`src/logic/eeprom_pkg.sv`:
```
`default_nettype none

package eeprom_pkg;

  localparam int ADDR_W = 11;
  localparam int DATA_W = 8;
  // block bits sit above the word address
  localparam int BLK_W = ADDR_W - DATA_W;

  localparam logic [3:0] DEV_ID = 4'b1010;

  // one-hot sequencer states
  typedef enum logic [9:0] {
    seq_idle        = 10'b00_0000_0001,
    seq_write_start = 10'b00_0000_0010,
    seq_ctrl_write  = 10'b00_0000_0100,
    seq_addr_write  = 10'b00_0000_1000,
    seq_data_write  = 10'b00_0001_0000,
    seq_read_start  = 10'b00_0010_0000,
    seq_ctrl_read   = 10'b00_0100_0000,
    seq_data_read   = 10'b00_1000_0000,
    seq_stop        = 10'b01_0000_0000,
    seq_ackn        = 10'b10_0000_0000
  } seq_state_t;

  // bit engine commands
  typedef enum logic [2:0] {
    cmd_none  = 3'd0,
    cmd_start = 3'd1,
    cmd_stop  = 3'd2,
    cmd_send  = 3'd3,
    cmd_recv  = 3'd4
  } bit_cmd_t;

endpackage

`default_nettype wire
```
`src/logic/eeprom_req.sv`:
```
`timescale 1ns/10ps
`default_nettype none

module eeprom_req (
  input  logic                                  clk,
  input  logic                                  rst,
  input  logic                                  wr,
  input  logic                                  rd,
  input  logic [eeprom_pkg::ADDR_W-1:0]         addr,
  input  logic [eeprom_pkg::DATA_W-1:0]         wdata,
  input  logic                                  done,
  input  logic                                  busy,
  output logic                                  start,
  output logic                                  read,
  output logic [eeprom_pkg::DATA_W-2:0]         ctrl_byte,
  output logic [eeprom_pkg::DATA_W-1:0]         word_addr,
  output logic [eeprom_pkg::DATA_W-1:0]         wr_byte
);

  logic pending; // request handed over until done
  logic accept;

  // strobes during a transfer are dropped
  assign accept = (wr || rd) && !busy && !pending;

  always_ff @(posedge clk) begin
    if (rst) begin
      start   <= 1'b0;
      pending <= 1'b0;
    end else begin
      start <= accept;
      if (accept) begin
        pending <= 1'b1;
      end else if (done) begin
        pending <= 1'b0;
      end
    end
  end

  // request fields held until the next accepted strobe
  always_ff @(posedge clk) begin
    if (accept) begin
      read      <= !wr; // wr wins over rd
      ctrl_byte <= {eeprom_pkg::DEV_ID,
                    addr[eeprom_pkg::ADDR_W-1 -: eeprom_pkg::BLK_W]};
      word_addr <= addr[eeprom_pkg::DATA_W-1:0];
      wr_byte   <= wdata;
    end
  end

endmodule

`default_nettype wire

```
`config.mk`:
```
export PLATFORM = sky130hd
export DESIGN_NAME = eeprom_req
export DESIGN_NICKNAME = d
export VERILOG_FILES = /design/src/logic/eeprom_pkg.sv /design/src/logic/eeprom_req.sv
export SDC_FILE = /design/constraint.sdc
export NUM_CORES = 1
export LEC_CHECK = 0
export ABC_AREA = 1
export BUFFER_PORTS_ARGS = -buffer_cell sky130_fd_sc_hd__buf_2
export CAP_MARGIN = 0
export CORE_UTILIZATION = 42
export DETAILED_ROUTE_END_ITERATION = 6
export PLACE_DENSITY_LB_ADDON = 0.2
export SLEW_MARGIN = 10
export SYNTH_ARGS = -nofsm -noshare
export SYNTH_HDL_FRONTEND = slang
export SYNTH_SLANG_ARGS = --single-unit
```
`constraint.sdc`:
```
create_clock -name clk -period 3.5 [get_ports clk]
set_input_delay 1.05 -clock clk [delete_from_list [all_inputs] [get_ports clk]]
set_output_delay 1.05 -clock clk [all_outputs]
set_load 0.02 [all_outputs]
```
==> results_dict.tcl <==
set metrics [dict create \
    status "finished with violations" \
    violations "DRC" \
    synth_top_area_cell "edfxtp_1" \
    hpwl_um 780 \
    synth_compound_area_share_pct 0 \
    period_minus_slack_ns 1.90 \
    synth-seq-cells 22 \
    peakVddDrop_uv 240 \
    io_buffers 45 \
    grt_pass1_vias 378 \
    rsz0062_at_grt "no" \
    cts.repair.resized 0 \
    synth_top_family_by_area "buffers and inverters" \
    yosys_warnings 0 \
    rr_worst_depth 3 \
    crit_path_top_delay_cell "edfxtp_1" \
    dp_slack_ns 1.28 \
    path_max_fanout 1 \
    critical_path_buf_inv_count 1 \
    fmax_ghz 0.527 \
    cpPeakStageDelay_ns 0.39 \
    vias 427 \
    clk_latency_ns 0.29 \
    avgSynthCellArea_um2 18.6 \
    route.detailed.drc 3 \
    crit_arrival_ns 0.85 \
    synth_xor_area_share_pct 0 \
    cts_setup_buffers 0 \
    cap_violations 0 \
    die_w_um 43.6 \
    cp.required_ns 2.45 \
    grt_pass1_wl_um 1460 \
    cts_tree "built" \
    synthSimpleGateAreaFrac_pct 4.13 \
    worstHoldPathType "flip-flop to flip-flop" \
    start_util_pct 46.6 \
    hold_start "pending" \
    rows 14 \
    synth_cell_type_count 9 \
    min_path_cells 2 \
    synth.area.top_cells "edfxtp_1 83%, dfxtp_1 5.5%, buf_4 4.1%, inv_1 2.6%, nand2_1 1.5%" \
    r2r-start "pending" \
    nets 112 \
    root_buffer "clkbuf_4" \
    fin_crit_sh_pct 54.2 \
    gp_congestion 0.651 \
    first_pass_iters 6 \
    antenna_found_initial 0 \
    die_area_mm2 0.00190 \
    fin_skew_ns 0.00180 \
    yosys.area.top_type_share_pct 82.6 \
    drive_gt1_share_pct 57.0 \
    setup_viol 0 \
    grt_max_degree 21 \
    grt_overflow_total 0 \
    cp-start-kind "flip-flop" \
    netlist_instances 39 \
    tightest_slew_ns 0.717 \
    coreArea_mm2 0.00156 \
    power_leakage_nw 0.460 \
    synth.area.mux_share_pct 0 \
    rr_endpoint "wr_byte[7]" \
    cts_buffers 3 \
    critPathTopFamily "flip-flops" \
    synth_fa_ha_area_share_pct 0 \
    cts_max_level 1 \
    fin_ws_ns 1.60 \
    wl_per_cell_um 9.79 \
    track_usage_pct 10.6 \
    slew_violations 0 \
    clockBufferDepth 2 \
    finalHoldViolCount 0 \
    drtAntennaViolNets 0 \
    area_growth_pct 34.3 \
    wl_um 999 \
    cts.reportedPaths.clkPinSlew_ns 0.11 \
    critPathCaptureType "output pin" \
    drt-initial-drc-count 12 \
    r2r_slack_ns 2.11 \
    clkSinkCount 22 \
    synth-seq-area-share_pct 88.1 \
    crit_cells 1 \
    synth_area_um2 727 \
    timing.setup.tns_ns 0 \
    relSlewSlack_pct 52.1 \
    fillers 129 \
    min_to "pending" \
    postCtsHoldBufs 0 \
    p_per_area_mw_per_mm2 491 \
    io_pins 50 \
    chipHeight_um 43.6 \
    n_antenna_cell 0 \
    critPathKind "flip-flop to output pin" \
    via_per_inst 4.19 \
    worstPathCellList "buf_2" \
]
cells in the mapped netlist:
cell type,n
buf_4,4
conb_1,2
dfxtp_1,2
edfxtp_1,20
inv_1,5
nand2_1,3
nand3_1,1
nand3b_1,1
nor2_2,1
placed cells by master (no fill, tap or decap), drive strengths merged:
cell,synthesis,layout
buf,4,45
edfxtp,20,20
inv,5,5
conb,2,4
clkbuf,0,4
nand2,3,3
dfxtp,2,2
nor2,1,1
nand3,1,1
nand3b,1,1
report_power, final:
part	internal, mW	switching, mW	total, mW
Sequential	0.305	0.00322	0.309
Clock	0.0442	0.0682	0.112
Combinational	0.0200	0.0379	0.0579
worst max path at each step:
stage,startpoint,end,slack (ns)
global placement,busy,ctrl_byte[0],1.32
global route,busy,wr_byte[6],1.51
CTS,word_addr[7],word_addr[7],1.59
floorplan,busy,ctrl_byte[0],1.53
detailed placement,busy,ctrl_byte[0],1.28
finish,ctrl_byte[1],ctrl_byte[1],1.60
sequential cells by signal, indices dropped and copies added (netlist names):
| register | cells |
|---|---|
| ctrl_byte | 3 |
| pending | 1 |
| read | 1 |
| start | 1 |
| word_addr | 8 |
| wr_byte | 8 |
layer usage:
layer	track usage (%)	wire length (um)	vias up
met5	0	0	-
met4	3.75	0	0
met3	3.75	98	0
met2	17.6	524	26
met1	12.7	376	183
li1	-	-	218
through the flow:
stage          hold WS [ns]  utilization, %  total power, mW  instances  instance area [um2]
5_1_grt               0.529            62.6            0.498        102                  976
3_3_place_gp          0.476            60.9            0.372         98                  950
3_5_place_dp          0.477            60.9            0.373         98                  950
4_1_cts               0.495            62.6            0.481        102                  976
6_report              0.495            62.6            0.479        102                  976
2_1_floorplan         0.458               -            0.350         41                  734
cell families (layout without fill, tap and decap cells):
| family | after synthesis | count (layout) |
|---|---|---|
| flip-flops | 22 | 22 |
| buffers and inverters | 9 | 54 |
| AND/OR/NAND/NOR | 6 | 6 |
| other | 2 | 4 |
final cells by class:
type                       count  area, um2  share of cell area (%)
clock buffer                   4       26.3                    2.69
inverter                       5       18.8                    1.92
multi-input combinational     10       45.0                    4.62
sequential                    22        641                    65.6
tap                           16       20.0                    2.05
timing repair buffer          45        225                    23.1
Power figures use the tool's default switching activity.
