--- config.mk ---
export PLATFORM = sky130hd
export DESIGN_NAME = eeprom_seq_flat
export DESIGN_NICKNAME = d
export VERILOG_FILES = /design/src/logic/eeprom_pkg.sv /design/src/logic/i2c_bit_if.sv /design/src/logic/eeprom_seq.sv /design/src/flat_wrapper.sv
export SDC_FILE = /design/constraint.sdc
export NUM_CORES = 1
export LEC_CHECK = 0
export ABC_CLOCK_PERIOD_IN_PS = 6480
export BUFFER_PORTS_ARGS = -buffer_cell sky130_fd_sc_hd__clkbuf_2
export CAP_MARGIN = 20
export CORE_UTILIZATION = 40
export DETAILED_ROUTE_END_ITERATION = 7
export PLACE_DENSITY_LB_ADDON = 0.15
export REMOVE_ABC_BUFFERS = 1
export SLEW_MARGIN = 15
export SYNTH_ARGS = -nofsm -noshare
export SYNTH_HDL_FRONTEND = slang
export SYNTH_SLANG_ARGS = --single-unit
--- constraint.sdc ---
create_clock -name clk -period 6.48 [get_ports clk]
set_input_delay 1.296 -clock clk [delete_from_list [all_inputs] [get_ports clk]]
set_output_delay 1.296 -clock clk [all_outputs]
set_load 0.02 [all_outputs]
--- src/logic/eeprom_pkg.sv ---
`default_nettype none

package eeprom_pkg;

  localparam int ADDR_W = 11;
  localparam int DATA_W = 8;
  // block bits sit above the word address
  localparam int BLK_W = ADDR_W - DATA_W;

  localparam logic [3:0] DEV_ID = 4'b1010;

  // one-hot sequencer states
  typedef enum logic [9:0] {
    seq_idle        = 10'b00_0000_0001,
    seq_write_start = 10'b00_0000_0010,
    seq_ctrl_write  = 10'b00_0000_0100,
    seq_addr_write  = 10'b00_0000_1000,
    seq_data_write  = 10'b00_0001_0000,
    seq_read_start  = 10'b00_0010_0000,
    seq_ctrl_read   = 10'b00_0100_0000,
    seq_data_read   = 10'b00_1000_0000,
    seq_stop        = 10'b01_0000_0000,
    seq_ackn        = 10'b10_0000_0000
  } seq_state_t;

  // bit engine commands
  typedef enum logic [2:0] {
    cmd_none  = 3'd0,
    cmd_start = 3'd1,
    cmd_stop  = 3'd2,
    cmd_send  = 3'd3,
    cmd_recv  = 3'd4
  } bit_cmd_t;

endpackage

`default_nettype wire
--- src/logic/i2c_bit_if.sv ---
`timescale 1ns/10ps
`default_nettype none

interface i2c_bit_if;

  eeprom_pkg::bit_cmd_t cmd;
  logic [eeprom_pkg::DATA_W-1:0] tx_byte;
  logic tx_nack; // ack value sent after a received byte

  logic ready;
  logic done;
  logic [eeprom_pkg::DATA_W-1:0] rx_byte;
  logic rx_ack; // slave pulled sda low

  modport master (
    output cmd,
    output tx_byte,
    output tx_nack,
    input  ready,
    input  done,
    input  rx_byte,
    input  rx_ack
  );

  modport engine (
    input  cmd,
    input  tx_byte,
    input  tx_nack,
    output ready,
    output done,
    output rx_byte,
    output rx_ack
  );

endinterface

`default_nettype wire

--- src/logic/eeprom_seq.sv ---
`timescale 1ns/10ps
`default_nettype none

module eeprom_seq (
  input  logic                          clk,
  input  logic                          rst,
  input  logic                          start,
  input  logic                          read,
  input  logic [eeprom_pkg::DATA_W-2:0] ctrl_byte,
  input  logic [eeprom_pkg::DATA_W-1:0] word_addr,
  input  logic [eeprom_pkg::DATA_W-1:0] wr_byte,
  i2c_bit_if.master                     bit_bus,
  output logic                          busy,
  output logic                          done,
  output logic                          ack,
  output logic                          err,
  output logic [eeprom_pkg::DATA_W-1:0] rdata
);

  eeprom_pkg::seq_state_t state;
  eeprom_pkg::seq_state_t state_nxt;

  logic                          nack_seen;
  logic [eeprom_pkg::DATA_W-1:0] rx_buf;
  logic                          sent_nack; // last byte sent got no ack

  assign sent_nack = bit_bus.done && !bit_bus.rx_ack;

  // the next command is issued in the done cycle, so commands run back to back
  always_comb begin
    state_nxt       = state;
    bit_bus.cmd     = eeprom_pkg::cmd_none;
    bit_bus.tx_byte = '0;
    case (state)
      eeprom_pkg::seq_idle: begin
        if (start) begin
          state_nxt   = eeprom_pkg::seq_write_start;
          bit_bus.cmd = eeprom_pkg::cmd_start;
        end
      end
      eeprom_pkg::seq_write_start: begin
        if (bit_bus.done) begin
          state_nxt       = eeprom_pkg::seq_ctrl_write;
          bit_bus.cmd     = eeprom_pkg::cmd_send;
          bit_bus.tx_byte = {ctrl_byte, 1'b0};
        end
      end
      eeprom_pkg::seq_ctrl_write: begin
        if (sent_nack) begin
          state_nxt   = eeprom_pkg::seq_stop;
          bit_bus.cmd = eeprom_pkg::cmd_stop;
        end else if (bit_bus.done) begin
          state_nxt       = eeprom_pkg::seq_addr_write;
          bit_bus.cmd     = eeprom_pkg::cmd_send;
          bit_bus.tx_byte = word_addr;
        end
      end
      eeprom_pkg::seq_addr_write: begin
        if (sent_nack) begin
          state_nxt   = eeprom_pkg::seq_stop;
          bit_bus.cmd = eeprom_pkg::cmd_stop;
        end else if (bit_bus.done && read) begin
          state_nxt   = eeprom_pkg::seq_read_start; // repeated start
          bit_bus.cmd = eeprom_pkg::cmd_start;
        end else if (bit_bus.done) begin
          state_nxt       = eeprom_pkg::seq_data_write;
          bit_bus.cmd     = eeprom_pkg::cmd_send;
          bit_bus.tx_byte = wr_byte;
        end
      end
      eeprom_pkg::seq_data_write,
      eeprom_pkg::seq_data_read: begin
        if (bit_bus.done) begin
          state_nxt   = eeprom_pkg::seq_stop;
          bit_bus.cmd = eeprom_pkg::cmd_stop;
        end
      end
      eeprom_pkg::seq_read_start: begin
        if (bit_bus.done) begin
          state_nxt       = eeprom_pkg::seq_ctrl_read;
          bit_bus.cmd     = eeprom_pkg::cmd_send;
          bit_bus.tx_byte = {ctrl_byte, 1'b1};
        end
      end
      eeprom_pkg::seq_ctrl_read: begin
        if (sent_nack) begin
          state_nxt   = eeprom_pkg::seq_stop;
          bit_bus.cmd = eeprom_pkg::cmd_stop;
        end else if (bit_bus.done) begin
          state_nxt   = eeprom_pkg::seq_data_read;
          bit_bus.cmd = eeprom_pkg::cmd_recv;
        end
      end
      eeprom_pkg::seq_stop: begin
        if (bit_bus.done) begin
          state_nxt = eeprom_pkg::seq_ackn;
        end
      end
      eeprom_pkg::seq_ackn: state_nxt = eeprom_pkg::seq_idle;
      default:              state_nxt = eeprom_pkg::seq_idle;
    endcase
  end

  assign bit_bus.tx_nack = 1'b1; // single byte read where the master never acks

  assign busy = start || (state != eeprom_pkg::seq_idle);
  assign done = (state == eeprom_pkg::seq_ackn);

  always_ff @(posedge clk) begin
    if (rst) begin
      state     <= eeprom_pkg::seq_idle;
      nack_seen <= 1'b0;
      ack       <= 1'b0;
      err       <= 1'b0;
    end else begin
      state <= state_nxt;
      ack   <= (state_nxt == eeprom_pkg::seq_ackn);
      err   <= (state_nxt == eeprom_pkg::seq_ackn) && nack_seen;
      if (start) begin
        nack_seen <= 1'b0;
      end else if (sent_nack && (state == eeprom_pkg::seq_ctrl_write ||
                                 state == eeprom_pkg::seq_addr_write ||
                                 state == eeprom_pkg::seq_data_write ||
                                 state == eeprom_pkg::seq_ctrl_read)) begin
        nack_seen <= 1'b1;
      end
    end
  end

  always_ff @(posedge clk) begin
    if (state == eeprom_pkg::seq_data_read && bit_bus.done) begin
      rx_buf <= bit_bus.rx_byte;
    end
    if (state_nxt == eeprom_pkg::seq_ackn && read) begin
      rdata <= rx_buf; // visible with ack
    end
  end

endmodule

`default_nettype wire

--- src/flat_wrapper.sv ---
// flat-port wrapper written by rule: the top's interface ports become plain ports
module eeprom_seq_flat 
  (clk, rst, start, read, ctrl_byte, word_addr, wr_byte, busy, done, ack, err, rdata, bit_bus_cmd, bit_bus_tx_byte, bit_bus_tx_nack, bit_bus_ready, bit_bus_done, bit_bus_rx_byte, bit_bus_rx_ack);
  i2c_bit_if bit_bus_i ();
  input  logic clk;
  input  logic rst;
  input  logic start;
  input  logic read;
  input  logic [eeprom_pkg::DATA_W-2:0] ctrl_byte;
  input  logic [eeprom_pkg::DATA_W-1:0] word_addr;
  input  logic [eeprom_pkg::DATA_W-1:0] wr_byte;
  output logic busy;
  output logic done;
  output logic ack;
  output logic err;
  output logic [eeprom_pkg::DATA_W-1:0] rdata;
  output wire logic [$bits(bit_bus_i.cmd)-1:0] bit_bus_cmd;
  output wire logic [$bits(bit_bus_i.tx_byte)-1:0] bit_bus_tx_byte;
  output wire logic [$bits(bit_bus_i.tx_nack)-1:0] bit_bus_tx_nack;
  input wire logic [$bits(bit_bus_i.ready)-1:0] bit_bus_ready;
  input wire logic [$bits(bit_bus_i.done)-1:0] bit_bus_done;
  input wire logic [$bits(bit_bus_i.rx_byte)-1:0] bit_bus_rx_byte;
  input wire logic [$bits(bit_bus_i.rx_ack)-1:0] bit_bus_rx_ack;
  assign bit_bus_cmd = bit_bus_i.cmd;
  assign bit_bus_tx_byte = bit_bus_i.tx_byte;
  assign bit_bus_tx_nack = bit_bus_i.tx_nack;
  assign bit_bus_i.ready = bit_bus_ready;
  assign bit_bus_i.done = bit_bus_done;
  assign bit_bus_i.rx_byte = bit_bus_rx_byte;
  assign bit_bus_i.rx_ack = bit_bus_rx_ack;
  eeprom_seq u_core (.clk(clk), .rst(rst), .start(start), .read(read), .ctrl_byte(ctrl_byte), .word_addr(word_addr), .wr_byte(wr_byte), .bit_bus(bit_bus_i), .busy(busy), .done(done), .ack(ack), .err(err), .rdata(rdata));
endmodule
==> results.txt <==
Initial antenna violation count: 0
Synth area leader: edfxtp_1
Top FF cell, synth: edfxtp_1
#FFs+latches synth: 29
DP Wirelength: 2.859 mm
Pre-antenna DRT Iters: 4
CP top delay family: simple AND/OR/NAND/NOR gates
CTS Buf Count: 5
CP Buf/Inv Count: 2
CTS Root Cell: clkbuf_8
H-tree depth: 2
GR Overflow Total: 0
Clk_skew: 0.006470 ns
Synth cell count leaders: nand2_1, edfxtp_1, nand3_1, dfxtp_1, nor2_1
CP max stage cell: nor4_4
WP data required: 5.18 ns
I/O pins: 62
Final min period: 4.084 ns
Final antenna-violating net count: 0
Final period util: 63.03%
Post-route cell area: 1947 um^2
Final Hold Viols: 0
Worst-Margin Slew: 0.9452 ns
Via count: 1472
Ys async rst share: 0%
Sequential power share: 50.1%
Setup bufs post-CTS: 0
Cell with the most instances after synthesis: nand2_1
Switching pwr: 0.1093 mW
CP cell instances: clkbuf_2 -> nand2_1 -> nor4_4 -> a22oi_1 -> nand2_1 -> clkbuf_2
Sequential element share of the synthesized area: 47.21%
Ranking of synthesized cells by area: edfxtp_1, dfxtp_1, nand3_1, nand2_1, a22oi_1
Top cell type's share of synthesized area: 30.62%
Fin nets: 260
F_max: 244.8 MHz
EDFF count, synth: 16
Setup TNS Final: 0 ns
Vias in the first global route: 1374
Share of layout cells above drive strength 1: 34.53%
Hold buffer count at CTS: 0
CTS tree: built
RSZ-0062 raised after global routing: false
Core ar.: 3716 um^2
Clock power share: 35.3%
CTS-repair resized insts: 0
First DRT Iteration DRCs: 97
Crit Path Class: in2out
Worst Path Max Fanout: 17
Largest net degree at the start of global routing: 18
WL per Instance: 13.79 um
CP max stage delay: 0.54 ns
Internal: 0.2922 mW
Worst path arrival time: 2.79 ns
Die width: 64.63 um
Area post-placement: 1861 um^2
Die area: 4177 um^2
Pwr dens: 206.3 nW/um^2
Die Ht: 64.63 um
Logic pwr share: 14.7%
Tot GR Track Use: 19.08%
Max-cap violations: 0
CP endpoint kind: output port
Pleak: 0.8061 nW
Ys Warns: 0
Final WL: 3.737 mm
GP Congestion: 0.8379
Switching share of power: 27.23%
Status: finished, final reports clean
Type of origin of the critical path: input pin
Final setup violation count: 0
Clk sinks: 29
Max IR drop VDD: 0.0001622 V
Port Buffers: 59
Worst-skew pair later-pin latency: 0.28 ns
Area Growth Syn to Fin: 24.08%
Slew Limit Fails: 0
Clock slew at reported path FFs: 0.06 ns
Worst hold path type: reg2reg
Diodes inserted: 0
Synth unique cells: 41
First-pass GRT wire length: 6.147 mm
Mapped Cells: 165
Post-Syn Area: 1569 um^2
Max Root-Sink Buffers: 2
Syn Area/Cell: 9.509 um^2
Max-slew headroom: 36.45%
Core Rows: 22
# DRC: 0
Initial Utilization: 42.22%
Via-per-instance ratio: 5.432
Post-layout util: 52.39%
-- layout by cell type, fill, tap and decap left out, types with 2 or more instances in the layout --
| cell | count |
|---|---|
| a22oi_1 | 7 |
| o21ai_0 | 8 |
| nor3_1 | 6 |
| clkinv_2 | 2 |
| nand2_1 | 18 |
| xnor2_1 | 2 |
| nand2b_1 | 3 |
| a21oi_1 | 10 |
| dfxtp_1 | 13 |
| edfxtp_1 | 16 |
| nand4_1 | 3 |
| nor2_1 | 12 |
| o211ai_1 | 3 |
| clkbuf_2 | 59 |
| nand3_1 | 16 |
| clkbuf_8 | 5 |
| inv_1 | 6 |
| nor4b_1 | 2 |
| o31ai_1 | 2 |
| nor4_4 | 2 |
| xor2_1 | 3 |
| nor4_1 | 3 |
| a211oi_1 | 3 |
-- worst register-to-register path, stage by stage (launching register included) --
cell and delay (ns):
dfxtp_1 0.42, nor4_4 0.58, and3_2 0.29, nand3_1 0.15
nor2_1 0.59
-- power by group through the flow --
stage,registers (mW),logic (mW),clock network (mW)
CTS,0.201,0.0588,0.147
global route,0.202,0.0651,0.155
finish,0.201,0.0590,0.142
detailed placement,0.205,0.0585,0
floorplan,0.203,0.0347,0
global placement,0.205,0.0576,0
-- sequential cells by signal (all words and copies together), names as in the netlist --
register	cells
u_core.err	1
u_core.nack_seen	1
u_core.rx_buf	8
u_core.state	10
u_core.ack	1
u_core.rdata	8
-- metal layers --
layer  vias up  GRT usage (%)  routed length (um)
met4         0          4.722                  51
met5         -              0                   0
met2        50          31.71                1833
met3         7          5.458                 205
met1       697          24.23                1646
li1        718              -                   -
-- final cells by class --
type | count | area, um^2
Sequential cell | 29 | 740.7
Timing Repair Buffer | 60 | 302.8
Multi-Input combinational cell | 119 | 730.7
Tap cell | 48 | 60.06
Inverter | 7 | 26.28
Clock buffer | 5 | 68.82
Clock inverter | 3 | 17.52
Fill cell | 368 | 1769
-- per-stage QoR --
step / hold slack [ns] / worst slack [ns] / total power, mW / cells
3_3_place_gp: 0.4032 / 2.437 / 0.2622 / 263
2_1_floorplan: 0.4003 / 3.037 / 0.2380 / 155
5_1_grt: 0.4405 / 2.224 / 0.4212 / 271
6_report: 0.4204 / 2.396 / 0.4016 / 271
3_5_place_dp: 0.4073 / 2.381 / 0.2634 / 263
4_1_cts: 0.4185 / 2.377 / 0.4069 / 271
-- logic make-up after synthesis --
group                     after synthesis  synth area share, %
xor gates and xnor gates                5                2.792
buffers and inverters                  17                6.219
DFF                                    29                47.21
and+or+nand+nor                        75                27.83
AOI/OAI and AO/OA                      37                14.99
muxes                                   1               0.7177
other                                   1               0.2390
-- worst paths after layout --
| path | from | to | slack [ns] | cells after the start |
|---|---|---|---|---|
| hold reg to reg | u_core.rx_buf[4]$_DFFE_PP_ | u_core.rdata[4]$_DFFE_PP_ | 0.42 | 0 |
| setup / recovery | bit_bus_done | bit_bus_tx_byte[1] | 2.40 | 6 |
| hold / removal | u_core.rx_buf[4]$_DFFE_PP_ | u_core.rdata[4]$_DFFE_PP_ | 0.42 | 0 |
| setup reg to reg | u_core.state[4]$_SDFF_PP0_ | u_core.rdata[1]$_DFFE_PP_ | 4.09 | 4 |
Note: power is estimated with default switching activity, not from simulation.
