`src/logic/eeprom_pkg.sv`:
```
`default_nettype none

package eeprom_pkg;

  localparam int ADDR_W = 11;
  localparam int DATA_W = 8;
  // block bits sit above the word address
  localparam int BLK_W = ADDR_W - DATA_W;

  localparam logic [3:0] DEV_ID = 4'b1010;

  // one-hot sequencer states
  typedef enum logic [9:0] {
    seq_idle        = 10'b00_0000_0001,
    seq_write_start = 10'b00_0000_0010,
    seq_ctrl_write  = 10'b00_0000_0100,
    seq_addr_write  = 10'b00_0000_1000,
    seq_data_write  = 10'b00_0001_0000,
    seq_read_start  = 10'b00_0010_0000,
    seq_ctrl_read   = 10'b00_0100_0000,
    seq_data_read   = 10'b00_1000_0000,
    seq_stop        = 10'b01_0000_0000,
    seq_ackn        = 10'b10_0000_0000
  } seq_state_t;

  // bit engine commands
  typedef enum logic [2:0] {
    cmd_none  = 3'd0,
    cmd_start = 3'd1,
    cmd_stop  = 3'd2,
    cmd_send  = 3'd3,
    cmd_recv  = 3'd4
  } bit_cmd_t;

endpackage

`default_nettype wire
```
`src/logic/i2c_bit_if.sv`:
```
`timescale 1ns/10ps
`default_nettype none

interface i2c_bit_if;

  eeprom_pkg::bit_cmd_t cmd;
  logic [eeprom_pkg::DATA_W-1:0] tx_byte;
  logic tx_nack; // ack value sent after a received byte

  logic ready;
  logic done;
  logic [eeprom_pkg::DATA_W-1:0] rx_byte;
  logic rx_ack; // slave pulled sda low

  modport master (
    output cmd,
    output tx_byte,
    output tx_nack,
    input  ready,
    input  done,
    input  rx_byte,
    input  rx_ack
  );

  modport engine (
    input  cmd,
    input  tx_byte,
    input  tx_nack,
    output ready,
    output done,
    output rx_byte,
    output rx_ack
  );

endinterface

`default_nettype wire

```
`src/logic/i2c_bit_engine.sv`:
```
`timescale 1ns/10ps
`default_nettype none

module i2c_bit_engine #(
  parameter int CLK_DIV = 4 // clk cycles per scl quarter
) (
  input  logic       clk,
  input  logic       rst,
  i2c_bit_if.engine  bit_bus,
  output logic       scl,
  output logic       sda_oe,
  input  logic       sda_in
);

  localparam int Q_W = $clog2(CLK_DIV);

  eeprom_pkg::bit_cmd_t cmd_r;

  logic                          active;
  logic [Q_W-1:0]                qcnt;
  logic [1:0]                    phase; // scl quarter within the bit
  logic [3:0]                    bitcnt;
  logic [eeprom_pkg::DATA_W-1:0] shift;
  logic [eeprom_pkg::DATA_W-1:0] rx_shift;
  logic                          nack_r;
  logic                          rx_ack_r;
  logic                          scl_hold;
  logic                          oe_hold;
  logic                          scl_ph;
  logic                          oe_ph;
  logic                          q_end;
  logic                          bit_end;
  logic                          ack_bit;
  logic                          one_bit; // start and stop are a single bit
  logic                          load;

  assign q_end   = (qcnt == Q_W'(CLK_DIV - 1));
  assign bit_end = q_end && (phase == 2'd3);
  assign ack_bit = (bitcnt == 4'd8);
  assign one_bit = (cmd_r == eeprom_pkg::cmd_start) || (cmd_r == eeprom_pkg::cmd_stop);

  assign bit_bus.done  = active && bit_end && (one_bit || ack_bit);
  assign bit_bus.ready = !active || bit_bus.done;
  assign load          = bit_bus.ready && (bit_bus.cmd != eeprom_pkg::cmd_none);

  assign bit_bus.rx_byte = rx_shift;
  assign bit_bus.rx_ack  = rx_ack_r;

  // scl and sda per quarter
  always_comb begin
    scl_ph = 1'b0;
    oe_ph  = 1'b0;
    case (cmd_r)
      eeprom_pkg::cmd_start: begin
        scl_ph = (phase == 2'd1) || (phase == 2'd2);
        oe_ph  = phase[1]; // sda falls while scl is high
      end
      eeprom_pkg::cmd_stop: begin
        scl_ph = (phase != 2'd0);
        oe_ph  = !phase[1]; // sda rises while scl is high
      end
      eeprom_pkg::cmd_send: begin
        scl_ph = (phase == 2'd1) || (phase == 2'd2);
        oe_ph  = ack_bit ? 1'b0 : !shift[eeprom_pkg::DATA_W-1];
      end
      eeprom_pkg::cmd_recv: begin
        scl_ph = (phase == 2'd1) || (phase == 2'd2);
        oe_ph  = ack_bit ? !nack_r : 1'b0;
      end
      default: begin
        scl_ph = 1'b1;
        oe_ph  = 1'b0;
      end
    endcase
  end

  // lines keep their last level between commands
  assign scl    = active ? scl_ph : scl_hold;
  assign sda_oe = active ? oe_ph : oe_hold;

  always_ff @(posedge clk) begin
    if (rst) begin
      active   <= 1'b0;
      cmd_r    <= eeprom_pkg::cmd_none;
      qcnt     <= '0;
      phase    <= 2'd0;
      bitcnt   <= 4'd0;
      scl_hold <= 1'b1;
      oe_hold  <= 1'b0;
    end else begin
      scl_hold <= scl;
      oe_hold  <= sda_oe;
      if (load) begin
        active <= 1'b1;
        cmd_r  <= bit_bus.cmd;
        qcnt   <= '0;
        phase  <= 2'd0;
        bitcnt <= 4'd0;
      end else if (bit_bus.done) begin
        active <= 1'b0;
      end else if (active) begin
        if (q_end) begin
          qcnt  <= '0;
          phase <= phase + 2'd1;
          if (phase == 2'd3) begin
            bitcnt <= bitcnt + 4'd1;
          end
        end else begin
          qcnt <= qcnt + Q_W'(1);
        end
      end
    end
  end

  always_ff @(posedge clk) begin
    if (load) begin
      shift  <= bit_bus.tx_byte;
      nack_r <= bit_bus.tx_nack;
    end else if (active && bit_end) begin
      shift <= {shift[eeprom_pkg::DATA_W-2:0], 1'b0}; // msb first
    end
    // sample at the end of the third quarter
    if (active && q_end && phase == 2'd2) begin
      if (cmd_r == eeprom_pkg::cmd_recv && !ack_bit) begin
        rx_shift <= {rx_shift[eeprom_pkg::DATA_W-2:0], sda_in};
      end
      if (cmd_r == eeprom_pkg::cmd_send && ack_bit) begin
        rx_ack_r <= !sda_in;
      end
    end
  end

endmodule

`default_nettype wire

```
`src/flat_wrapper.sv`:
```
// flat-port wrapper written by rule: the top's interface ports become plain ports
module i2c_bit_engine_flat 
#(
  parameter int CLK_DIV = 4                              
)
  (clk, rst, scl, sda_oe, sda_in, bit_bus_cmd, bit_bus_tx_byte, bit_bus_tx_nack, bit_bus_ready, bit_bus_done, bit_bus_rx_byte, bit_bus_rx_ack);
  i2c_bit_if bit_bus_i ();
  input  logic clk;
  input  logic rst;
  output logic scl;
  output logic sda_oe;
  input  logic sda_in;
  input wire logic [$bits(bit_bus_i.cmd)-1:0] bit_bus_cmd;
  input wire logic [$bits(bit_bus_i.tx_byte)-1:0] bit_bus_tx_byte;
  input wire logic [$bits(bit_bus_i.tx_nack)-1:0] bit_bus_tx_nack;
  output wire logic [$bits(bit_bus_i.ready)-1:0] bit_bus_ready;
  output wire logic [$bits(bit_bus_i.done)-1:0] bit_bus_done;
  output wire logic [$bits(bit_bus_i.rx_byte)-1:0] bit_bus_rx_byte;
  output wire logic [$bits(bit_bus_i.rx_ack)-1:0] bit_bus_rx_ack;
  assign bit_bus_i.cmd = bit_bus_cmd;
  assign bit_bus_i.tx_byte = bit_bus_tx_byte;
  assign bit_bus_i.tx_nack = bit_bus_tx_nack;
  assign bit_bus_ready = bit_bus_i.ready;
  assign bit_bus_done = bit_bus_i.done;
  assign bit_bus_rx_byte = bit_bus_i.rx_byte;
  assign bit_bus_rx_ack = bit_bus_i.rx_ack;
  i2c_bit_engine #(.CLK_DIV(CLK_DIV)) u_core (.clk(clk), .rst(rst), .bit_bus(bit_bus_i), .scl(scl), .sda_oe(sda_oe), .sda_in(sda_in));
endmodule
```
`config.mk`:
```
export PLATFORM = sky130hd
export DESIGN_NAME = i2c_bit_engine_flat
export DESIGN_NICKNAME = d
export VERILOG_FILES = /design/src/logic/eeprom_pkg.sv /design/src/logic/i2c_bit_if.sv /design/src/logic/i2c_bit_engine.sv /design/src/flat_wrapper.sv
export SDC_FILE = /design/constraint.sdc
export NUM_CORES = 1
export LEC_CHECK = 0
export BUFFER_PORTS_ARGS = -buffer_cell sky130_fd_sc_hd__buf_2
export CAP_MARGIN = 20
export CORE_UTILIZATION = 49
export DETAILED_ROUTE_END_ITERATION = 8
export PLACE_DENSITY = 0.74
export RECOVER_POWER = 25
export SLEW_MARGIN = 25
export SYNTH_ARGS = -nofsm -noshare
export SYNTH_HDL_FRONTEND = slang
export SYNTH_SLANG_ARGS = --single-unit
```
`constraint.sdc`:
```
create_clock -name clk -period 2 [get_ports clk]
set_clock_uncertainty 0.05 [all_clocks]
set_input_delay 0.4 -clock clk [delete_from_list [all_inputs] [get_ports clk]]
set_output_delay 0.4 -clock clk [all_outputs]
set_load 0.02 [all_outputs]
```
==> metrics.md, run 1 <==
| Metric | Value |
|---|---|
| List of most frequent post-synthesis cells | edfxtp_1, dfxtp_1, a21oi_1 |
| IO buf count | 27 |
| Die H | a little under 60 um |
| WP data required | 1.55 ns |
| WL met3 | 145 um |
| Netlist cell types | 38 |
| Type of the worst min-delay path | in -> reg |
| Avg WL per Cell | around 17 um |
| Detail Route Antenna Nets | 0 |
| GP Congestion | ~0.77 |
| Slew HR | 0.718 |
| Die ar. | between 3000 and 4000 sq um |
| Final setup violation count | 20 |
| Routed WL | between 3000 and 4000 um |
| Arr. time, crit path | between 1.5 and 2 ns |
| Synthesized flop and latch total | 32 |
| CP cell instances | or3b_2, a21oi_2, o31ai_1, buf_4, nand2_2, buf_6 |
| Num CTS Buffers | 5 |
| Global route overflow | 0 |
| Slowest cell on crit path | or3b_2 |
| RSZ-0062 raised after global routing | yes |
| Syn Nets | ~150 |
| CP max FO | 6 |
| Sequential area share after synthesis | 0.536 |
| Core Area | ~2900 sq um |
| PnR worst setup slack | -0.247 ns |
| Top layer reached by signal wires | met4 |
| Global-route wire length before repair | ~5600 um |
| Slowest Stage Delay on Critical Path | 0.49 ns |
| Initial antenna violation count | 0 |
| CTS sink cnt | 32 |
| Achievable Freq | approximately 450 MHz |
| Max cap viols | 0 |
| Drt drc | 2 |
| Largest area contributor in the netlist | edfxtp_1 |
| H-tree level count | 2 |
| Most common cell in the netlist | edfxtp_1 |
| Async S/R FF share, synth | 0 |
| Clock tree buffer depth | 2 |
| Layout cells sized above 1 | 0.578 |
| Fin cells | roughly 220 |
| Number of enable flip-flop cells after synthesis | 18 |
| Failing checks | design-rule violations, negative setup slack |
| DRT iter0 DRCs | 22 |
| Met1 wire length | between 1500 and 2000 um |
| Leakage | approximately 0.90 nW |
| Slew Viols, Final | 0 |
| Placed cell count | 200 |
| Share of the synthesized area in the top cell type | 0.353 |
| Drt first pass iters | 6 |
| Number of global-route vias before repair | about 1.2k |
| Critical Setup Path Class | reg -> out |
| Total negative setup slack | -2.76 ns |
| Num rows | 19 |
| Die W | roughly 58 um |
| Worst-path clk slew | ~0.10 ns |
| DP HPWL | ~2300 um |
| Placed cell area | ~1800 sq um |
| Syn Area/Cell | approximately 12 sq um |
| CTS tree | done |
| I/O pin total | 28 |
| Final net count | around 210 |
| Fin crit period | approximately 2.2 ns |
| Pwr dens | 654 nW/um^2 |
| Status | complete, but fails checks |
| Final instance area | about 2200 sq um |
| Initial Util | 0.536 |
| Vias | 1,244 |
| Worst Tran Pin Value | about 0.42 ns |
| Final period utilization | 1.12 |
| Worst vdd ir | about 0.00052 V |
| Clk Latency, worst-skew pair | approximately 0.35 ns |
| CP startpoint kind | flip-flop |
| Top post-synthesis cells by area | edfxtp_1, dfxtp_1, mux2_2, ha_1, a21oi_1 |
| Final Hold Fails | 0 |
| Post-Syn Area | 1530 sq um |
| CTS root buffer | clkbuf_4 |
| DR vias/cell | approximately 5.6 |
| Synth Warn # | 0 |
| Met2 wire len | approximately 2100 um |
| Ant diodes | 0 |
| Largest net degree at the start of global routing | 16 |
| GR Util All Layers | 0.228 |
| Critical path endpoint category | primary output |
| Syn Inst Count | 127 |
| Post-synth top flop | edfxtp_1 |
| Area delta synth->final | 42.2% |
==> cells in the final DEF, fill, tap and decap left out, types with 4 or more instances in the layout <==
| cell type | netlist | final |
|---|---|---|
| mux2_4 | 1 | 8 |
| nor3_1 | 8 | 8 |
| buf_4 | 0 | 31 |
| a21oi_1 | 9 | 8 |
| dfxtp_2 | 0 | 5 |
| o21ai_0 | 6 | 4 |
| clkbuf_4 | 0 | 5 |
| inv_2 | 0 | 5 |
| nand3b_1 | 5 | 5 |
| buf_2 | 2 | 22 |
| edfxtp_1 | 18 | 18 |
| dfxtp_1 | 14 | 8 |
| nand2_1 | 7 | 6 |
| buf_6 | 1 | 7 |
==> path summary, 6_finish.rpt <==
check | to | cells after the start | start | slack [ns]
max | sda_oe | 6 | u_core.cmd_r[0] | -0.25
min | u_core.nack_r | 1 | bit_bus_tx_nack | 0.19
max reg2reg | u_core.shift[6] | 9 | u_core.bitcnt[0] | -0.16
min reg2reg | u_core.bit_bus.rx_byte[2] | 0 | u_core.bit_bus.rx_byte[1] | 0.41
==> layout make-up <==
class / count / area, sq um
Sequential cell: 32 / 831
Multi-Input combinational cell: 84 / 774
Fill cell: 186 / 677
Timing Repair Buffer: 61 / 425
Clock inverter: 3 / 42.5
Tap cell: 31 / 38.8
Clock buffer: 5 / 37.5
Inverter: 7 / 26.3
==> worst max-delay path: cells and delay by family (launching register included) <==
family | cells | cell delay (ns)
AND/OR/NAND/NOR | 2 | 0.55
flip-flops | 1 | 0.36
buffers and inverters | 2 | 0.28
AO/OA/AOI/OAI | 2 | 0.26
==> routing by layer <==
| layer | global-route usage | vias up |
|---|---|---|
| met3 | 0.0670 | 10 |
| met4 | 0.102 | 0 |
| li1 | - | 598 |
| met2 | 0.407 | 34 |
| met1 | 0.250 | 602 |
| met5 | 0 | - |
==> logic make-up after synthesis <==
family | after synthesis | synth area share
xor+xnor | 3 | 0.0221
fa+ha+maj | 6 | 0.0491
mux | 11 | 0.0818
flops | 32 | 0.536
buf+inv | 12 | 0.0433
simple gates | 39 | 0.169
compound gates | 24 | 0.0981
==> where the power goes <==
part,internal (W),switching (W),leakage [nW]
sequential,0.000720,0.0000146,0.286
clock,0.000260,0.000234,0.0412
combinational,0.000104,0.0000891,0.570
==> per-stage QoR <==
| stage | total power, W | hold slack [ns] | util | worst slack (ns) |
|---|---|---|---|---|
| final | 0.00142 | 0.186 | 0.763 | -0.247 |
| after global routing | 0.00146 | 0.180 | 0.763 | -0.282 |
| after CTS | 0.00140 | 0.177 | 0.726 | -0.215 |
| after detailed placement | 0.000888 | 0.392 | 0.638 | -0.0334 |
| after global placement | 0.000882 | 0.378 | 0.638 | 0.0551 |
| after floorplan | 0.000838 | 0.401 | - | 0.0340 |
==> registers in the layout, indices dropped and copies added (netlist names), 2 cells and up <==
| name | count |
|---|---|
| u_core.shift | 8 |
| u_core.bit_bus.rx_byte | 8 |
| u_core.qcnt | 2 |
| u_core.bitcnt | 4 |
| u_core.cmd_r | 3 |
| u_core.phase | 2 |
==> timing repair <==
action | 4_1_cts | 5_1_grt
gates cloned | 1 | 0
pin swaps | 7 | 7
resized for setup | 35 | 14
endpoints found under the hold margin | 0 | 0
setup buffers | 7 | 7
endpoints found under the setup margin | 5 | 20
hold buffers | 0 | 0
(Power assumes the default switching activity.)
==> run 2: changes to the inputs <==
- CELL_PAD_IN_SITES_DETAIL_PLACEMENT: unset -> 1
- CELL_PAD_IN_SITES_GLOBAL_PLACEMENT: unset -> 2
- CORE_UTILIZATION: 49 -> 32
- PLACE_DENSITY: 0.74 -> unset
- PLACE_DENSITY_LB_ADDON: unset -> 0.1
==> metrics.md, run 2 (synthesized netlist as in run 1, its figures left out) <==
| Metric | Value |
|---|---|
| Leading cell type in the layout, fill and taps excluded | buf_4 |
| Critical Setup Path Class | reg -> out |
| RR Startpoint | u_core.bitcnt[1] |
| Worst reg2reg path depth | 12 (+3) |
| Max cap viols | 0 (unchanged) |
| Final Hold Fails | 0 (unchanged) |
| Util after Layout | 0.471 (-0.292) |
| RR Endpoint | u_core.phase[0] |
| Avg WL per Cell | 16.6 um (-2.6%) |
| Slew HR | 0.768 (+0.0499) |
| DRT iter0 DRCs | 39 (+77%) |
| H-tree level count | 2 (unchanged) |
| Num CTS Buffers | 5 (unchanged) |
| Worst-path clk slew | 0.07 ns (-0.03 ns) |
| Worst vdd ir | 0.000406 V (-23%) |
| Filler cells | 494 (+170%) |
| Placed cell area | 1800 sq um (-1.0%) |
| Clock tree buffer depth | 2 (unchanged) |
| Detail Route Antenna Nets | 0 (unchanged) |
| Worst Setup EP | sda_oe |
| Hold WS | 0.240 ns (+0.0540 ns) |
| Drt first pass iters | 7 (+1) |
| CP startpoint kind | flip-flop |
| Vias | 1,196 (-3.9%) |
| Area of the multi-input gates | 738 sq um (-4.7%) |
| Leakage | 0.821 nW (-8.5%) |
| Critical Path Start | u_core.bitcnt[0] |
| Drt drc | 0 (-2) |
| IO buf count | 27 (unchanged) |
| Number of global-route vias before repair | 1,321 (+9.4%) |
| Reg2Reg Setup Slack | -0.05 ns (+0.11 ns) |
| CTS sink cnt | 32 (unchanged) |
| Critical path endpoint category | primary output |
| CTS root buffer | clkbuf_8 |
| Global route overflow | 0 (unchanged) |
| GR Util All Layers | 0.175 (-0.0529) |
| Routed WL | 3880 um (+1.8%) |
| Most frequent cells in the layout | buf_4, buf_2, edfxtp_1 |
| Worst Tran Pin Value | 0.348 ns (-0.0739 ns) |
| Achievable Freq | 459 MHz (+3.1%) |
| Layout cells sized above 1 | 0.552 (-0.0256) |
| Die W | 71.2 um (+23%) |
| DP HPWL | 2690 um (+15%) |
| Post-Place Setup Slack | -0.0424 ns (-0.00907 ns) |
| Status | complete, but fails checks |
| Area delta synth->final | 37.6% |
| Total negative setup slack | -0.534 ns (+2.23 ns) |
| Arr. time, crit path | 1.73 ns (-0.07 ns) |
| Failing checks | negative setup slack |
| Die ar. | 5060 sq um (+51%) |
| Clk Latency, worst-skew pair | 0.29 ns (-0.06 ns) |
| CTS tree | done |
| PnR worst setup slack | -0.179 ns (+0.0679 ns) |
| Core Area | 4470 sq um (+57%) |
| Final setup violation count | 7 (-65%) |
| Final period utilization | 1.09 (-0.0340) |
| Num rows | 24 (+5) |
| Largest net degree at the start of global routing | 16 (unchanged) |
| Final instance area | 2110 sq um (-3.2%) |
| Register area | 833 sq um (+0.30%) |
| Global-route wire length before repair | 6530 um (+17%) |
| GP Congestion | 0.808 (+4.7%) |
| DR vias/cell | 5.13 (-8.0%) |
| Fin crit period | 2.18 ns (-0.0679 ns) |
| Ant diodes | 0 (unchanged) |
| WP data required | 1.55 ns (about the same) |
| Type of the worst min-delay path | in -> reg |
| Slew Viols, Final | 0 (unchanged) |
| Die H | 71.2 um (+23%) |
| RSZ-0062 raised after global routing | yes |
| Pwr dens | 728 nW/um^2 (+11%) |
| Initial antenna violation count | 0 (unchanged) |
| CP max FO | 6 (unchanged) |
| Final net count | 201 (-5.2%) |
| Initial Util | 0.342 (-0.194) |
| I/O pin total | 28 (unchanged) |
run 2: cell types whose count changed in the layout (fill, tap and decap cells not counted), sizes merged:
cell    previous run  this run
nor2               2         1
clkbuf             6         7
buf               60        49
run 2: critical path, stage by stage, from the launching register on:
cell	delay, ns
dfxtp_2	0.32
inv_2	0.08
ha_4	0.13
nand3b_1	0.22
nor3b_4	0.24
o31ai_2	0.21
nand2_1	0.11
buf_6	0.14
run 2: cell type report:
class,instances,share of cell area
flip-flops and latches,32,0.396
multi-input cells,83,0.351
repair buffers,51,0.157
clock buffers,5,0.0327
well taps,52,0.0309
clock inverters,3,0.0202
inverters,7,0.0125
run 2: per-layer routing:
layer | vias up | routed length [um] | GRT usage
met5 | - | 0 | 0
met4 | 0 | 76 | 0.0778
met3 | 9 | 189 | 0.0627
met2 | 29 | 2080 | 0.311
met1 | 584 | 1530 | 0.186
li1 | 574 | - | -
run 2: power by group:
group          internal [W]  leakage [nW]  switching (W)
logic             0.0000943         0.481      0.0000814
clock network      0.000368        0.0541       0.000250
registers          0.000720         0.287      0.0000190
run 2: through the flow:
stage	total power, W	cells
CTS	0.00154	232
global route	0.00160	233
detailed placement	0.000894	215
floorplan	0.000838	127
global placement	0.000888	215
finish	0.00153	233
run 2: worst min path at each step:
stage | depth (start not counted) | slack (ns) | from | endpoint
after floorplan | 2 | 0.40 | u_core.oe_hold | u_core.oe_hold
after global placement | 0 | 0.38 | u_core.bit_bus.rx_byte[2] | u_core.bit_bus.rx_byte[3]
after CTS | 1 | 0.23 | bit_bus_tx_nack | u_core.nack_r
after detailed placement | 0 | 0.38 | u_core.bit_bus.rx_byte[0] | u_core.bit_bus.rx_byte[1]
after global routing | 1 | 0.22 | bit_bus_tx_nack | u_core.nack_r
final | 1 | 0.24 | bit_bus_tx_nack | u_core.nack_r
run 2: repair_timing:
| item | CTS | global route |
|---|---|---|
| buffers inserted | 10 | 1 |
| resized for setup | 27 | 12 |
| hold buffers | 0 | 0 |
| endpoints found under the setup margin | 18 | 21 |
| pin swaps | 5 | 2 |
| cloned | 0 | 0 |
==> run 3: changes to the inputs <==
- SKIP_CTS_REPAIR_TIMING: unset -> 1
==> metrics.md, run 3 (synthesized netlist as in run 1, its figures left out) <==
| Metric | Value |
|---|---|
| Crit path max-delay family | simple AND/OR/NAND/NOR gates |
| Final setup violation count | 4 (-3) |
| Global-route wire length before repair | 5980 um (-8.6%) |
| Ant diodes | 0 (unchanged) |
| Clk Latency, worst-skew pair | 0.29 ns (about the same) |
| WP buf/inv | 1 (-1) |
| CP max FO | 8 (+2) |
| Drt drc | 0 (unchanged) |
| Final net count | 196 (-2.5%) |
| Die W | 71.2 um (unchanged) |
| DP HPWL | 2690 um (unchanged) |
| Worst vdd ir | 0.000380 V (-6.3%) |
| Die H | 71.2 um (unchanged) |
| Core Area | 4470 sq um (unchanged) |
| CTS tree | done |
| Initial antenna violation count | 0 (unchanged) |
| Initial Util | 0.342 (unchanged) |
| Failing checks | negative setup slack |
| Final period utilization | 1.09 (+0.00321) |
| Total negative setup slack | -0.469 ns (+0.0650 ns) |
| I/O pin total | 28 (unchanged) |
| Leakage | 0.796 nW (-3.1%) |
| Achievable Freq | 458 MHz (-0.29%) |
| Fin crit period | 2.19 ns (+0.00641 ns) |
| DRT iter0 DRCs | 30 (-23%) |
| Detail Route Antenna Nets | 0 (unchanged) |
| Total Power | 0.00151 W (-1.5%) |
| Num rows | 24 (unchanged) |
| Most frequent cells in the layout | buf_2, buf_4, edfxtp_1 |
| Slowest Stage Delay on Critical Path | 0.55 ns (+0.23 ns) |
| Reg2Reg Setup Slack | 0 ns (+0.05 ns) |
| CTS sink cnt | 32 (unchanged) |
| Status | complete, but fails checks |
| Post-Place Setup Slack | -0.0424 ns (unchanged) |
| Crit path depth | 5 (-2) |
| Critical path endpoint category | primary output |
| CP cell instances | or3b_2, nor3_2, o31ai_2, nand2_1, buf_6 |
| Clock tree buffer depth | 2 (unchanged) |
| Vias | 1,162 (-2.8%) |
| H-tree level count | 2 (unchanged) |
| Worst-path clk slew | 0.07 ns (about the same) |
| Global route overflow | 0 (unchanged) |
| Worst reg2reg path depth | 6 (-6) |
| Number of global-route vias before repair | 1,207 (-8.6%) |
| Avg WL per Cell | 16.4 um (-1.7%) |
| CTS root buffer | clkbuf_8 |
| Final Hold Fails | 0 (unchanged) |
| Slowest cell on crit path | or3b_2 |
| Pwr dens | 727 nW/um^2 (about the same) |
| RSZ-0062 raised after global routing | yes |
| DR vias/cell | 5.10 (-0.71%) |
| WHS Path Cells | 1 (unchanged) |
| CP startpoint kind | flip-flop |
| IO buf count | 27 (unchanged) |
| WP data required | 1.55 ns (about the same) |
| Max cap viols | 0 (unchanged) |
| Area delta synth->final | 35.6% |
| Critical Path Start | u_core.cmd_r[0] |
| Routed WL | 3730 um (-3.8%) |
| Critical Setup Path Class | reg -> out |
| PnR worst setup slack | -0.185 ns (-0.00641 ns) |
| Type of the worst min-delay path | in -> reg |
| Startpoint of the worst hold path | bit_bus_tx_nack |
| Slew Viols, Final | 0 (unchanged) |
| Worst Tran Pin Value | 0.344 ns (-0.00415 ns) |
| GR Util All Layers | 0.160 (-0.0155) |
| Largest net degree at the start of global routing | 16 (unchanged) |
| Slew HR | 0.770 (+0.00277) |
| RR Startpoint | u_core.bitcnt[1] |
| Num CTS Buffers | 5 (unchanged) |
| Arr. time, crit path | 1.74 ns (about the same) |
| Hold WS | 0.241 ns (+0.00121 ns) |
| GP Congestion | 0.808 (unchanged) |
| Drt first pass iters | 6 (-1) |
| Leading cell type in the layout, fill and taps excluded | buf_2 |
| Die ar. | 5060 sq um (unchanged) |
| Layout cells sized above 1 | 0.534 (-0.0184) |
==> run 3: changes by cell type in the layout (fill, tap and decap cells not counted), moves of 2 or more <==
cell     before  now
buf_4        24   19
inv_4         0    2
dfxtp_2       4    2
inv_2         4    2
==> run 3: layer usage <==
metal | part of all wire | track usage
met3 | 0.035 | 0.0556
met1 | 0.42 | 0.186
met2 | 0.53 | 0.271
met4 | 0.0075 | 0.0600
met5 | 0 | 0
==> run 3: layout make-up <==
| cell class | count | area (sq um) |
|---|---|---|
| Clock buffer | 5 | 68.8 |
| Clock inverter | 3 | 42.5 |
| Fill cell | 489 | 2400 |
| Inverter | 7 | 31.3 |
| Multi-Input combinational cell | 83 | 738 |
| Sequential cell | 32 | 835 |
| Tap cell | 52 | 65.1 |
| Timing Repair Buffer | 46 | 295 |
==> run 3: path summary, 6_finish.rpt <==
kind | to
max | sda_oe
max reg2reg | u_core.shift[2]
min reg2reg | u_core.bit_bus.rx_byte[1]
min | u_core.nack_r
==> run 3: through the flow <==
stage / std cells / cell area (sq um) / util
final: 228 / 2080 / 0.464
after floorplan: 127 / 1540 / -
after global placement: 215 / 1800 / 0.402
after CTS: 223 / 1910 / 0.427
after global routing: 228 / 2080 / 0.464
after detailed placement: 215 / 1800 / 0.402
==> run 3: worst reg2reg max path: stages, from the launching register on <==
cell	delay, ns
dfxtp_4	0.36
inv_4	0.06
ha_4	0.12
nand3b_1	0.20
o221a_2	0.40
nor2_8	0.19
mux2_2	0.37
==> run 3: power breakdown <==
group          leakage (nW)  switching [W]  internal, W
Combinational         0.456      0.0000769    0.0000811
Sequential            0.286      0.0000189     0.000718
Clock                0.0541       0.000247     0.000368
Total                 0.796       0.000343      0.00117
